===== config.mk =====
export PLATFORM = sky130hd
export DESIGN_NAME = dtu_top
export DESIGN_NICKNAME = d
export VERILOG_FILES = /design/src/dtu_pkg.sv /design/src/dtu_csr_file.sv /design/src/dtu_trigger.sv /design/src/dtu_icount.sv /design/src/dtu_halt_fsm.sv /design/src/dtu_top.sv
export VERILOG_INCLUDE_DIRS = /design/src /design/src/include
export SDC_FILE = /design/constraint.sdc
export NUM_CORES = 1
export LEC_CHECK = 0
export BUFFER_PORTS_ARGS = -buffer_cell sky130_fd_sc_hd__buf_2
export CAP_MARGIN = 10
export CORE_MARGIN = 4
export CORE_UTILIZATION = 60
export DETAILED_ROUTE_END_ITERATION = 8
export GPL_TIMING_DRIVEN = 0
export PLACE_DENSITY = 0.86
export SLEW_MARGIN = 10
export SYNTH_ARGS = -nofsm -noshare
export SYNTH_HDL_FRONTEND = slang
export SYNTH_SLANG_ARGS = --single-unit

===== constraint.sdc =====
create_clock -name forever_cpuclk -period 14.1 [get_ports forever_cpuclk]
set_clock_uncertainty 0.05 [all_clocks]
set_input_delay 1.41 -clock forever_cpuclk [delete_from_list [all_inputs] [get_ports forever_cpuclk]]
set_output_delay 1.41 -clock forever_cpuclk [all_outputs]
set_load 0.01 [all_outputs]

===== src/include/dtu_config.svh =====
`ifndef DTU_CONFIG_SVH
`define DTU_CONFIG_SVH

// Data path widths
`define DTU_XLEN            64
`define DTU_PC_WIDTH        40
`define DTU_CSR_ADDR_WIDTH  12
`define DTU_ICOUNT_WIDTH    14

// Debug CSR map
`define DTU_CSR_TDATA1      12'h7a1
`define DTU_CSR_TDATA2      12'h7a2
`define DTU_CSR_ICOUNT      12'h7a3
`define DTU_CSR_DCSR        12'h7b0
`define DTU_CSR_DPC         12'h7b1
`define DTU_CSR_DSCRATCH0   12'h7b2

// tdata1 trigger enable bit
`define DTU_TDATA1_EN       0

// dcsr layout
`define DTU_DCSR_XDEBUGVER  31:28
`define DTU_DCSR_EBREAKM    15
`define DTU_DCSR_STOPCOUNT  10
`define DTU_DCSR_CAUSE      8:6
`define DTU_DCSR_STEP       2
`define DTU_DCSR_PRV        1:0
`define DTU_XDEBUGVER_VAL   4'd4
`define DTU_PRV_RESET       2'd3

// Halt cause codes for dcsr.cause
`define DTU_CAUSE_NONE      3'd0
`define DTU_CAUSE_EBREAK    3'd1
`define DTU_CAUSE_TRIGGER   3'd2
`define DTU_CAUSE_HALTREQ   3'd3
`define DTU_CAUSE_STEP      3'd4

`endif


===== src/dtu_pkg.sv =====
`include "dtu_config.svh"

package dtu_pkg;

  // ==============================
  // Vector types
  // ==============================
  typedef logic [`DTU_XLEN-1:0]           xlen_t;
  typedef logic [`DTU_PC_WIDTH-1:0]       pc_t;
  typedef logic [`DTU_CSR_ADDR_WIDTH-1:0] csr_addr_t;
  typedef logic [`DTU_ICOUNT_WIDTH-1:0]   icount_t;

  // ==============================
  // Enums
  // ==============================
  typedef enum logic [2:0] {
    cause_none    = `DTU_CAUSE_NONE,
    cause_ebreak  = `DTU_CAUSE_EBREAK,
    cause_trigger = `DTU_CAUSE_TRIGGER,
    cause_haltreq = `DTU_CAUSE_HALTREQ,
    cause_step    = `DTU_CAUSE_STEP
  } halt_cause_e;

  typedef enum logic [1:0] {
    st_running,
    st_halt_pending,
    st_halted
  } halt_state_e;

  // ==============================
  // Buses
  // ==============================
  // Wishbone classic, debug module side
  typedef struct packed {
    logic      cyc;
    logic      stb;
    logic      we;
    csr_addr_t adr;
    xlen_t     dat_w;
  } wb_req_t;

  typedef struct packed {
    logic  ack;
    xlen_t dat_r;
  } wb_rsp_t;

  // One retired instruction from the core
  typedef struct packed {
    logic vld;
    pc_t  pc;
    pc_t  next_pc;
    logic ebreak;
  } retire_t;

  // Live CSR settings fanned out to the other blocks
  typedef struct packed {
    logic step;
    logic ebreakm;
    logic stopcount;
    logic trig_en;
    pc_t  trig_addr;
  } dbg_ctrl_t;

  typedef struct packed {
    logic        vld;
    halt_cause_e cause;
    pc_t         dpc;
  } halt_capture_t;

  // icount write from the CSR port
  typedef struct packed {
    logic    vld;
    icount_t value;
  } icount_load_t;

endpackage


===== src/dtu_csr_file.sv =====
`timescale 1ns/1ps
`include "dtu_config.svh"

module dtu_csr_file (
  input  logic                   forever_cpuclk,
  input  logic                   arst_n,
  input  dtu_pkg::wb_req_t       wb_req,
  output dtu_pkg::wb_rsp_t       wb_rsp,
  input  dtu_pkg::halt_capture_t capture,
  output dtu_pkg::dbg_ctrl_t     ctrl,
  output dtu_pkg::pc_t           dpc,
  output dtu_pkg::icount_load_t  icount_load,
  input  dtu_pkg::icount_t       icount_value
);

  // Bus handshake
  logic                 access;
  logic                 wr_en;
  logic                 served_q;
  logic                 ack_q;
  dtu_pkg::xlen_t       rdata_mux;
  dtu_pkg::xlen_t       rdata_q;
  dtu_pkg::xlen_t       dcsr_rd;

  // dcsr fields
  logic                 dcsr_ebreakm_q;
  logic                 dcsr_stopcount_q;
  logic                 dcsr_step_q;
  logic [1:0]           dcsr_prv_q;
  dtu_pkg::halt_cause_e dcsr_cause_q;

  dtu_pkg::pc_t         dpc_q;
  dtu_pkg::xlen_t       dscratch0_q;
  logic                 tdata1_en_q;
  dtu_pkg::pc_t         tdata2_q;

  // ==============================
  // Wishbone slave handshake
  // ==============================
  // One access per stb assertion, acked on the next edge
  assign access = wb_req.cyc & wb_req.stb & ~served_q;
  assign wr_en  = access & wb_req.we;

  always_ff @(posedge forever_cpuclk or negedge arst_n) begin
    if (!arst_n) begin
      served_q <= 1'b0;
      ack_q    <= 1'b0;
    end else begin
      ack_q <= access;
      if (!wb_req.stb) begin
        served_q <= 1'b0;
      end else if (access) begin
        served_q <= 1'b1;
      end
    end
  end

  // ==============================
  // CSR registers
  // ==============================
  always_ff @(posedge forever_cpuclk or negedge arst_n) begin
    if (!arst_n) begin
      dcsr_ebreakm_q   <= 1'b0;
      dcsr_stopcount_q <= 1'b0;
      dcsr_step_q      <= 1'b0;
      dcsr_prv_q       <= `DTU_PRV_RESET;
      dcsr_cause_q     <= dtu_pkg::cause_none;
      dpc_q            <= '0;
      tdata1_en_q      <= 1'b0;
      tdata2_q         <= '0;
    end else begin
      if (wr_en) begin
        case (wb_req.adr)
          `DTU_CSR_TDATA1: tdata1_en_q <= wb_req.dat_w[`DTU_TDATA1_EN];
          `DTU_CSR_TDATA2: tdata2_q <= wb_req.dat_w[`DTU_PC_WIDTH-1:0];
          `DTU_CSR_DCSR: begin
            if (!capture.vld) begin
              dcsr_ebreakm_q   <= wb_req.dat_w[`DTU_DCSR_EBREAKM];
              dcsr_stopcount_q <= wb_req.dat_w[`DTU_DCSR_STOPCOUNT];
              dcsr_step_q      <= wb_req.dat_w[`DTU_DCSR_STEP];
              dcsr_prv_q       <= wb_req.dat_w[`DTU_DCSR_PRV];
            end
          end
          `DTU_CSR_DPC: begin
            if (!capture.vld) begin
              dpc_q <= wb_req.dat_w[`DTU_PC_WIDTH-1:0];
            end
          end
          default: ;
        endcase
      end
      // Halt entry from the FSM
      if (capture.vld) begin
        dcsr_cause_q <= capture.cause;
        dpc_q        <= capture.dpc;
      end
    end
  end

  always_ff @(posedge forever_cpuclk) begin
    if (wr_en && (wb_req.adr == `DTU_CSR_DSCRATCH0)) begin
      dscratch0_q <= wb_req.dat_w;
    end
  end

  // ==============================
  // Read path
  // ==============================
  always_comb begin
    dcsr_rd                       = '0;
    dcsr_rd[`DTU_DCSR_XDEBUGVER]  = `DTU_XDEBUGVER_VAL;
    dcsr_rd[`DTU_DCSR_EBREAKM]    = dcsr_ebreakm_q;
    dcsr_rd[`DTU_DCSR_STOPCOUNT]  = dcsr_stopcount_q;
    dcsr_rd[`DTU_DCSR_CAUSE]      = dcsr_cause_q;
    dcsr_rd[`DTU_DCSR_STEP]       = dcsr_step_q;
    dcsr_rd[`DTU_DCSR_PRV]        = dcsr_prv_q;

    // Unmapped addresses read zero
    rdata_mux = '0;
    case (wb_req.adr)
      `DTU_CSR_TDATA1:    rdata_mux[`DTU_TDATA1_EN] = tdata1_en_q;
      `DTU_CSR_TDATA2:    rdata_mux[`DTU_PC_WIDTH-1:0] = tdata2_q;
      `DTU_CSR_ICOUNT:    rdata_mux[`DTU_ICOUNT_WIDTH-1:0] = icount_value;
      `DTU_CSR_DCSR:      rdata_mux = dcsr_rd;
      `DTU_CSR_DPC:       rdata_mux[`DTU_PC_WIDTH-1:0] = dpc_q;
      `DTU_CSR_DSCRATCH0: rdata_mux = dscratch0_q;
      default: ;
    endcase
  end

  always_ff @(posedge forever_cpuclk) begin
    if (access) begin
      rdata_q <= rdata_mux;
    end
  end

  // ==============================
  // Outputs
  // ==============================
  always_comb begin
    wb_rsp.ack   = ack_q;
    wb_rsp.dat_r = rdata_q;

    ctrl.step      = dcsr_step_q;
    ctrl.ebreakm   = dcsr_ebreakm_q;
    ctrl.stopcount = dcsr_stopcount_q;
    ctrl.trig_en   = tdata1_en_q;
    ctrl.trig_addr = tdata2_q;

    icount_load.vld   = wr_en & (wb_req.adr == `DTU_CSR_ICOUNT);
    icount_load.value = wb_req.dat_w[`DTU_ICOUNT_WIDTH-1:0];
  end

  assign dpc = dpc_q;

endmodule


===== src/dtu_trigger.sv =====
`timescale 1ns/1ps

module dtu_trigger (
  input  dtu_pkg::dbg_ctrl_t ctrl,
  input  dtu_pkg::retire_t   retire,
  input  logic               halted,
  output logic               trig_hit
);

  logic pc_match;
  logic armed;

  // ==============================
  // Execute address compare
  // ==============================
  // Full PC compare against tdata2, no mask or range modes
  assign pc_match = (retire.pc == ctrl.trig_addr);

  // No hits while in debug mode
  assign armed = ctrl.trig_en & ~halted;

  // Same cycle as the retirement
  assign trig_hit = armed & retire.vld & pc_match;

endmodule


===== src/dtu_icount.sv =====
`timescale 1ns/1ps

module dtu_icount (
  input  logic                  forever_cpuclk,
  input  logic                  arst_n,
  input  dtu_pkg::icount_load_t icount_load,
  input  logic                  resume_step,
  input  logic                  retire_vld,
  output dtu_pkg::icount_t      icount_value,
  output logic                  count_done,
  output logic                  stepping
);

  dtu_pkg::icount_t count_q;
  logic             stepping_q;
  logic             count_last;
  logic             count_live;

  assign count_live = (count_q != '0);
  assign count_last = (count_q == dtu_pkg::icount_t'(1));

  // Fires with the retirement that reaches zero
  assign count_done = retire_vld & count_last;

  // ==============================
  // Counter
  // ==============================
  always_ff @(posedge forever_cpuclk or negedge arst_n) begin
    if (!arst_n) begin
      count_q <= '0;
    end else if (icount_load.vld) begin
      count_q <= icount_load.value;
    end else if (resume_step) begin
      // Single step is an icount of one
      count_q <= dtu_pkg::icount_t'(1);
    end else if (retire_vld && count_live) begin
      count_q <= count_q - dtu_pkg::icount_t'(1);
    end
  end

  // Step in progress and interrupt mask for the core
  always_ff @(posedge forever_cpuclk or negedge arst_n) begin
    if (!arst_n) begin
      stepping_q <= 1'b0;
    end else if (resume_step) begin
      stepping_q <= 1'b1;
    end else if (count_done) begin
      stepping_q <= 1'b0;
    end
  end

  assign icount_value = count_q;
  assign stepping     = stepping_q;

endmodule


===== src/dtu_halt_fsm.sv =====
`timescale 1ns/1ps

module dtu_halt_fsm (
  input  logic                   forever_cpuclk,
  input  logic                   arst_n,
  input  dtu_pkg::dbg_ctrl_t     ctrl,
  input  dtu_pkg::retire_t       retire,
  input  logic                   trig_hit,
  input  logic                   count_done,
  input  logic                   stepping,
  input  logic                   halt_req_dm,
  input  logic                   resume_req_dm,
  input  logic                   core_halt_ack,
  output logic                   core_halt_req,
  output logic                   core_resume_req,
  output logic                   halted,
  output logic                   resume_step,
  output dtu_pkg::halt_capture_t capture
);

  dtu_pkg::halt_state_e state_q;
  dtu_pkg::halt_state_e state_d;
  dtu_pkg::halt_cause_e event_cause;
  dtu_pkg::halt_cause_e cause_q;
  dtu_pkg::pc_t         event_dpc;
  dtu_pkg::pc_t         dpc_q;
  dtu_pkg::pc_t         last_next_pc_q;
  logic                 event_vld;
  logic                 event_use_last;
  logic                 use_last_q;
  logic                 ebreak_hit;
  logic                 resume_go;
  logic                 resume_q;

  assign ebreak_hit = retire.vld & retire.ebreak & ctrl.ebreakm;
  assign resume_go  = (state_q == dtu_pkg::st_halted) & resume_req_dm;

  // ==============================
  // Halt event priority
  // ==============================
  always_comb begin
    event_vld      = 1'b1;
    event_use_last = 1'b0;
    event_cause    = dtu_pkg::cause_none;
    event_dpc      = retire.pc;
    if (ebreak_hit) begin
      event_cause = dtu_pkg::cause_ebreak;
    end else if (trig_hit) begin
      event_cause = dtu_pkg::cause_trigger;
    end else if (count_done) begin
      // icount expiry counts as a trigger unless single stepping
      event_cause = stepping ? dtu_pkg::cause_step : dtu_pkg::cause_trigger;
      event_dpc   = retire.next_pc;
    end else if (halt_req_dm) begin
      // dpc resolved at the ack from the last retirement
      event_cause    = dtu_pkg::cause_haltreq;
      event_use_last = 1'b1;
    end else begin
      event_vld = 1'b0;
    end
  end

  // ==============================
  // State machine
  // ==============================
  always_comb begin
    state_d = state_q;
    case (state_q)
      dtu_pkg::st_running:      if (event_vld) state_d = dtu_pkg::st_halt_pending;
      dtu_pkg::st_halt_pending: if (core_halt_ack) state_d = dtu_pkg::st_halted;
      dtu_pkg::st_halted:       if (resume_req_dm) state_d = dtu_pkg::st_running;
      default:                  state_d = dtu_pkg::st_running;
    endcase
  end

  always_ff @(posedge forever_cpuclk or negedge arst_n) begin
    if (!arst_n) begin
      state_q        <= dtu_pkg::st_running;
      resume_q       <= 1'b0;
      last_next_pc_q <= '0;
    end else begin
      state_q  <= state_d;
      resume_q <= resume_go;
      if (retire.vld) begin
        last_next_pc_q <= retire.next_pc;
      end
    end
  end

  // Cause locked once pending
  always_ff @(posedge forever_cpuclk) begin
    if ((state_q == dtu_pkg::st_running) && event_vld) begin
      cause_q    <= event_cause;
      dpc_q      <= event_dpc;
      use_last_q <= event_use_last;
    end
  end

  // ==============================
  // Outputs
  // ==============================
  assign core_halt_req   = (state_q == dtu_pkg::st_halt_pending);
  assign halted          = (state_q == dtu_pkg::st_halted);
  assign core_resume_req = resume_q;
  assign resume_step     = resume_go & ctrl.step;

  always_comb begin
    capture.vld   = (state_q == dtu_pkg::st_halt_pending) & core_halt_ack;
    capture.cause = cause_q;
    capture.dpc   = use_last_q ? last_next_pc_q : dpc_q;
  end

endmodule


===== src/dtu_top.sv =====
`timescale 1ns/1ps

module dtu_top (
  input  logic             forever_cpuclk,
  input  logic             arst_n,
  input  dtu_pkg::wb_req_t wb_req,
  output dtu_pkg::wb_rsp_t wb_rsp,
  input  dtu_pkg::retire_t retire,
  input  logic             halt_req_dm,
  input  logic             resume_req_dm,
  input  logic             core_halt_ack,
  output logic             core_halt_req,
  output logic             core_resume_req,
  output logic             halted,
  output dtu_pkg::pc_t     dpc,
  output logic             int_mask,
  output logic             stopcount
);

  dtu_pkg::dbg_ctrl_t     ctrl;
  dtu_pkg::halt_capture_t capture;
  dtu_pkg::icount_load_t  icount_load;
  dtu_pkg::icount_t       icount_value;
  logic                   trig_hit;
  logic                   count_done;
  logic                   stepping;
  logic                   resume_step;

  // Core-side views of the debug state
  assign stopcount = ctrl.stopcount;
  assign int_mask  = stepping;

  dtu_csr_file u_csr_file (
    .forever_cpuclk (forever_cpuclk),
    .arst_n         (arst_n),
    .wb_req         (wb_req),
    .wb_rsp         (wb_rsp),
    .capture        (capture),
    .ctrl           (ctrl),
    .dpc            (dpc),
    .icount_load    (icount_load),
    .icount_value   (icount_value)
  );

  dtu_trigger u_trigger (
    .ctrl     (ctrl),
    .retire   (retire),
    .halted   (halted),
    .trig_hit (trig_hit)
  );

  dtu_icount u_icount (
    .forever_cpuclk (forever_cpuclk),
    .arst_n         (arst_n),
    .icount_load    (icount_load),
    .resume_step    (resume_step),
    .retire_vld     (retire.vld),
    .icount_value   (icount_value),
    .count_done     (count_done),
    .stepping       (stepping)
  );

  dtu_halt_fsm u_halt_fsm (
    .forever_cpuclk  (forever_cpuclk),
    .arst_n          (arst_n),
    .ctrl            (ctrl),
    .retire          (retire),
    .trig_hit        (trig_hit),
    .count_done      (count_done),
    .stepping        (stepping),
    .halt_req_dm     (halt_req_dm),
    .resume_req_dm   (resume_req_dm),
    .core_halt_ack   (core_halt_ack),
    .core_halt_req   (core_halt_req),
    .core_resume_req (core_resume_req),
    .halted          (halted),
    .resume_step     (resume_step),
    .capture         (capture)
  );

endmodule


==> results.cfg <==
[status]
status = complete, no violations

[cts]
cts_tree = done
insertion_delay_ps = 560
htree_levels = 1
cts_setup_buffers = 0
hold_buffers = 0
clk_path_buf_depth = 3
numCtsBuffers = 31
cts_resized = 0
cts_root_buf = clkbuf_16
clkTransAtPathRegs_ps = 60
cts_sinks = 321

[yosys]
synth_area_leaders = edfxtp_1 (37%), dfrtp_1 (26%), mux2_2 (7.3%)
synthCells = 1015
yosys_register_bits = 321
yosys_warnings = 0
syn-num-nets = 1184
synthArstFlopShare = 0.4642
synth_edf_count = 172
avgSynthCellArea_um2 = 13.69
synth_top_area_cell = edfxtp_1
synth_cell_type_count = 51
ys.flop_type = edfxtp_1
yosysSeqAreaShare = 0.6404
yosys.area.top_type_share = 0.3718
netlist_area_um2 = 13890

[sta]
max_freq_mhz = 219.9
period_needed_ps = 4547
slew-limit-headroom = 0.3072
drv_slew = 0
period_share = 0.3225
tightest_slew_ps = 1037
hold_viol = 0
fin_tns_setup_ps = 0
rsz0062_at_grt = false
finalSetupViolations = 0

[detailed_routing]
vias = 10210
first_pass_iters = 8
ant_nets = 0
totalWireLength_um = 40320
wl_per_cell_um = 24.44
vias_per_cell = 6.190
drc = 0
drtIter0Drc = 1136

[worst_setup_path]
critical_path_buf_inv_count = 3
critPathCaptureType = register
reg2reg_to = u_halt_fsm.dpc_q[6]
r2r_cells = 8
path_class = input pin to register
crit_required_ps = 14320
cp_slowest_cell = a211oi_4
crit_path_max_incr_delay_ps = 830
cp_top_family = simple AND/OR/NAND/NOR gates
cp.arrival_ps = 4760
reg2reg_from = u_icount.icount_value[7]
startpoint = retire[61]
worstPathMaxFanout = 13
crit_chain = buf_2, xor2_1, nor4_1, nand4_1, nor4_1, nor3_1, a211oi_4, buf_8, buf_6
critPathMostFrequentCell = nor4_1
reg2reg_slack_ps = 10050
cp-start-kind = input pin

[power_and_ir_drop]
power_leakage_uw = 0.007492
p_total_uw = 2507
p_per_area_nw_per_um2 = 149.1
irDropWorstVdd_v = 0.00009789

[grt]
grt_max_degree = 88
grtUsageTotal = 0.3061
grt_pass1_vias = 10430
grt_pass1_wl_um = 60480
overflow = 0
antenna_found_initial = 9

[floorplanning]
die-area_um2 = 25650
die_h_um = 160.2
core.rowCount = 55
core_um2 = 22710
io_pins = 276
initial_core_util = 0.6117
die-width_um = 160.2

[placed_design]
dp_hpwl_um = 28770
dpl.cell_count = 1587
placed_area_um2 = 15860
port_buffers = 274
gp_congestion = 0.9234

[cells_and_area]
final_cells = 1650
layout_common_cells = buf_2 (275), edfxtp_1 (172), dfrtp_1 (147)
final_layout_size_suffix_gt1_frac = 0.3510
areaGrowthSynthToFinish_pct = 21.02
final_area_um2 = 16810
fin_nets = 1504
final_common_cell = buf_2
fin_util = 0.7403

[worst_hold_path]
hold_end = u_csr_file.dcsr_cause_q[2]
min_path_type = register to register
worstHoldStart = u_halt_fsm.cause_q[2]
holdPathStages = 1

[job]
drv_cap = 0
-- layout make-up --
class	count	area, um2
multi-input cells	606	4662
well taps	285	356.6
clock buffers	48	859.6
diodes	6	15.01
clock inverters	9	77.57
fillers	1495	5897
flip-flops and latches	321	8896
plain buffers	58	254.0
inverters	30	112.6
repair buffers	287	1579
-- synth_stat cells, drive strengths merged (2+ instances only) --
cell type,n
a21o,3
a222oi,32
nand3b,2
nand4,3
nor2b,2
a21oi,4
nor4,18
a211oi,2
xnor2,10
or3,3
a22oi,21
clkbuf,41
edfxtp,172
nor3,14
o21a,2
ha,3
o21ai,90
buf,17
inv,30
mux2i,40
mux2,130
dfstp,2
a221oi,2
xor2,38
nand3,5
nor2,15
nand2,118
and2,28
dfrtp,147
or4,5
and3,3
nand4b,3
-- layer usage --
layer	routed length, um	GRT usage	up-vias
li1	-	-	4397
met1	14820	0.3968	5016
met2	19140	0.4969	661
met3	4496	0.07613	133
met4	1818	0.1306	6
met5	46	0	-
-- where the power goes --
part | internal (uW) | leakage (uW) | switching (uW)
Sequential | 1120 | 0.00350 | 103
Combinational | 194 | 0.00354 | 306
Clock | 436 | 0.000450 | 343
Total | 1750 | 0.00749 | 753
-- sequential cells by signal, summed over array words and instances (netlist names), 2 cells and up --
register / cells
u_csr_file.dcsr_prv_q: 2
u_csr_file.dscratch0_q: 64
u_halt_fsm.last_next_pc_q: 40
u_csr_file.dpc: 40
u_halt_fsm.dpc_q: 40
u_csr_file.rdata_q: 64
u_icount.icount_value: 14
u_halt_fsm.state_q: 2
u_csr_file.dcsr_cause_q: 3
u_halt_fsm.cause_q: 3
u_csr_file.tdata2_q: 40
-- kinds of logic (layout without fill, tap and decap cells) --
logic type,after synthesis,count (layout),share of synthesized area
muxes,170,170,0.1450
adders and majority gates,3,3,0.002702
buffers and inverters,88,432,0.02639
other,0,6,0
xor gates and xnor gates,48,48,0.03026
and+or+nand+nor,222,222,0.07764
DFF,321,321,0.6404
AOI/OAI and AO/OA,163,163,0.07764
-- stage by stage --
step / setup WS [ps] / hold slack (ps)
detailed placement: 9023 / 421.8
CTS: 9625 / 428.5
global route: 9486 / 441.7
finish: 9553 / 426.1
floorplan: 6986 / 399.2
global placement: 3849 / 406.9
-- how the worst max path moves through the flow --
stage / cells past startpoint / to
3_3_place_gp: 5 / u_csr_file.dscratch0_q[59]
5_1_grt: 9 / u_halt_fsm.dpc_q[8]
2_1_floorplan: 4 / u_csr_file.dscratch0_q[0]
3_5_place_dp: 9 / u_halt_fsm.dpc_q[8]
4_1_cts: 9 / u_halt_fsm.dpc_q[6]
6_report: 9 / u_halt_fsm.dpc_q[6]
(Power assumes the default switching activity.)
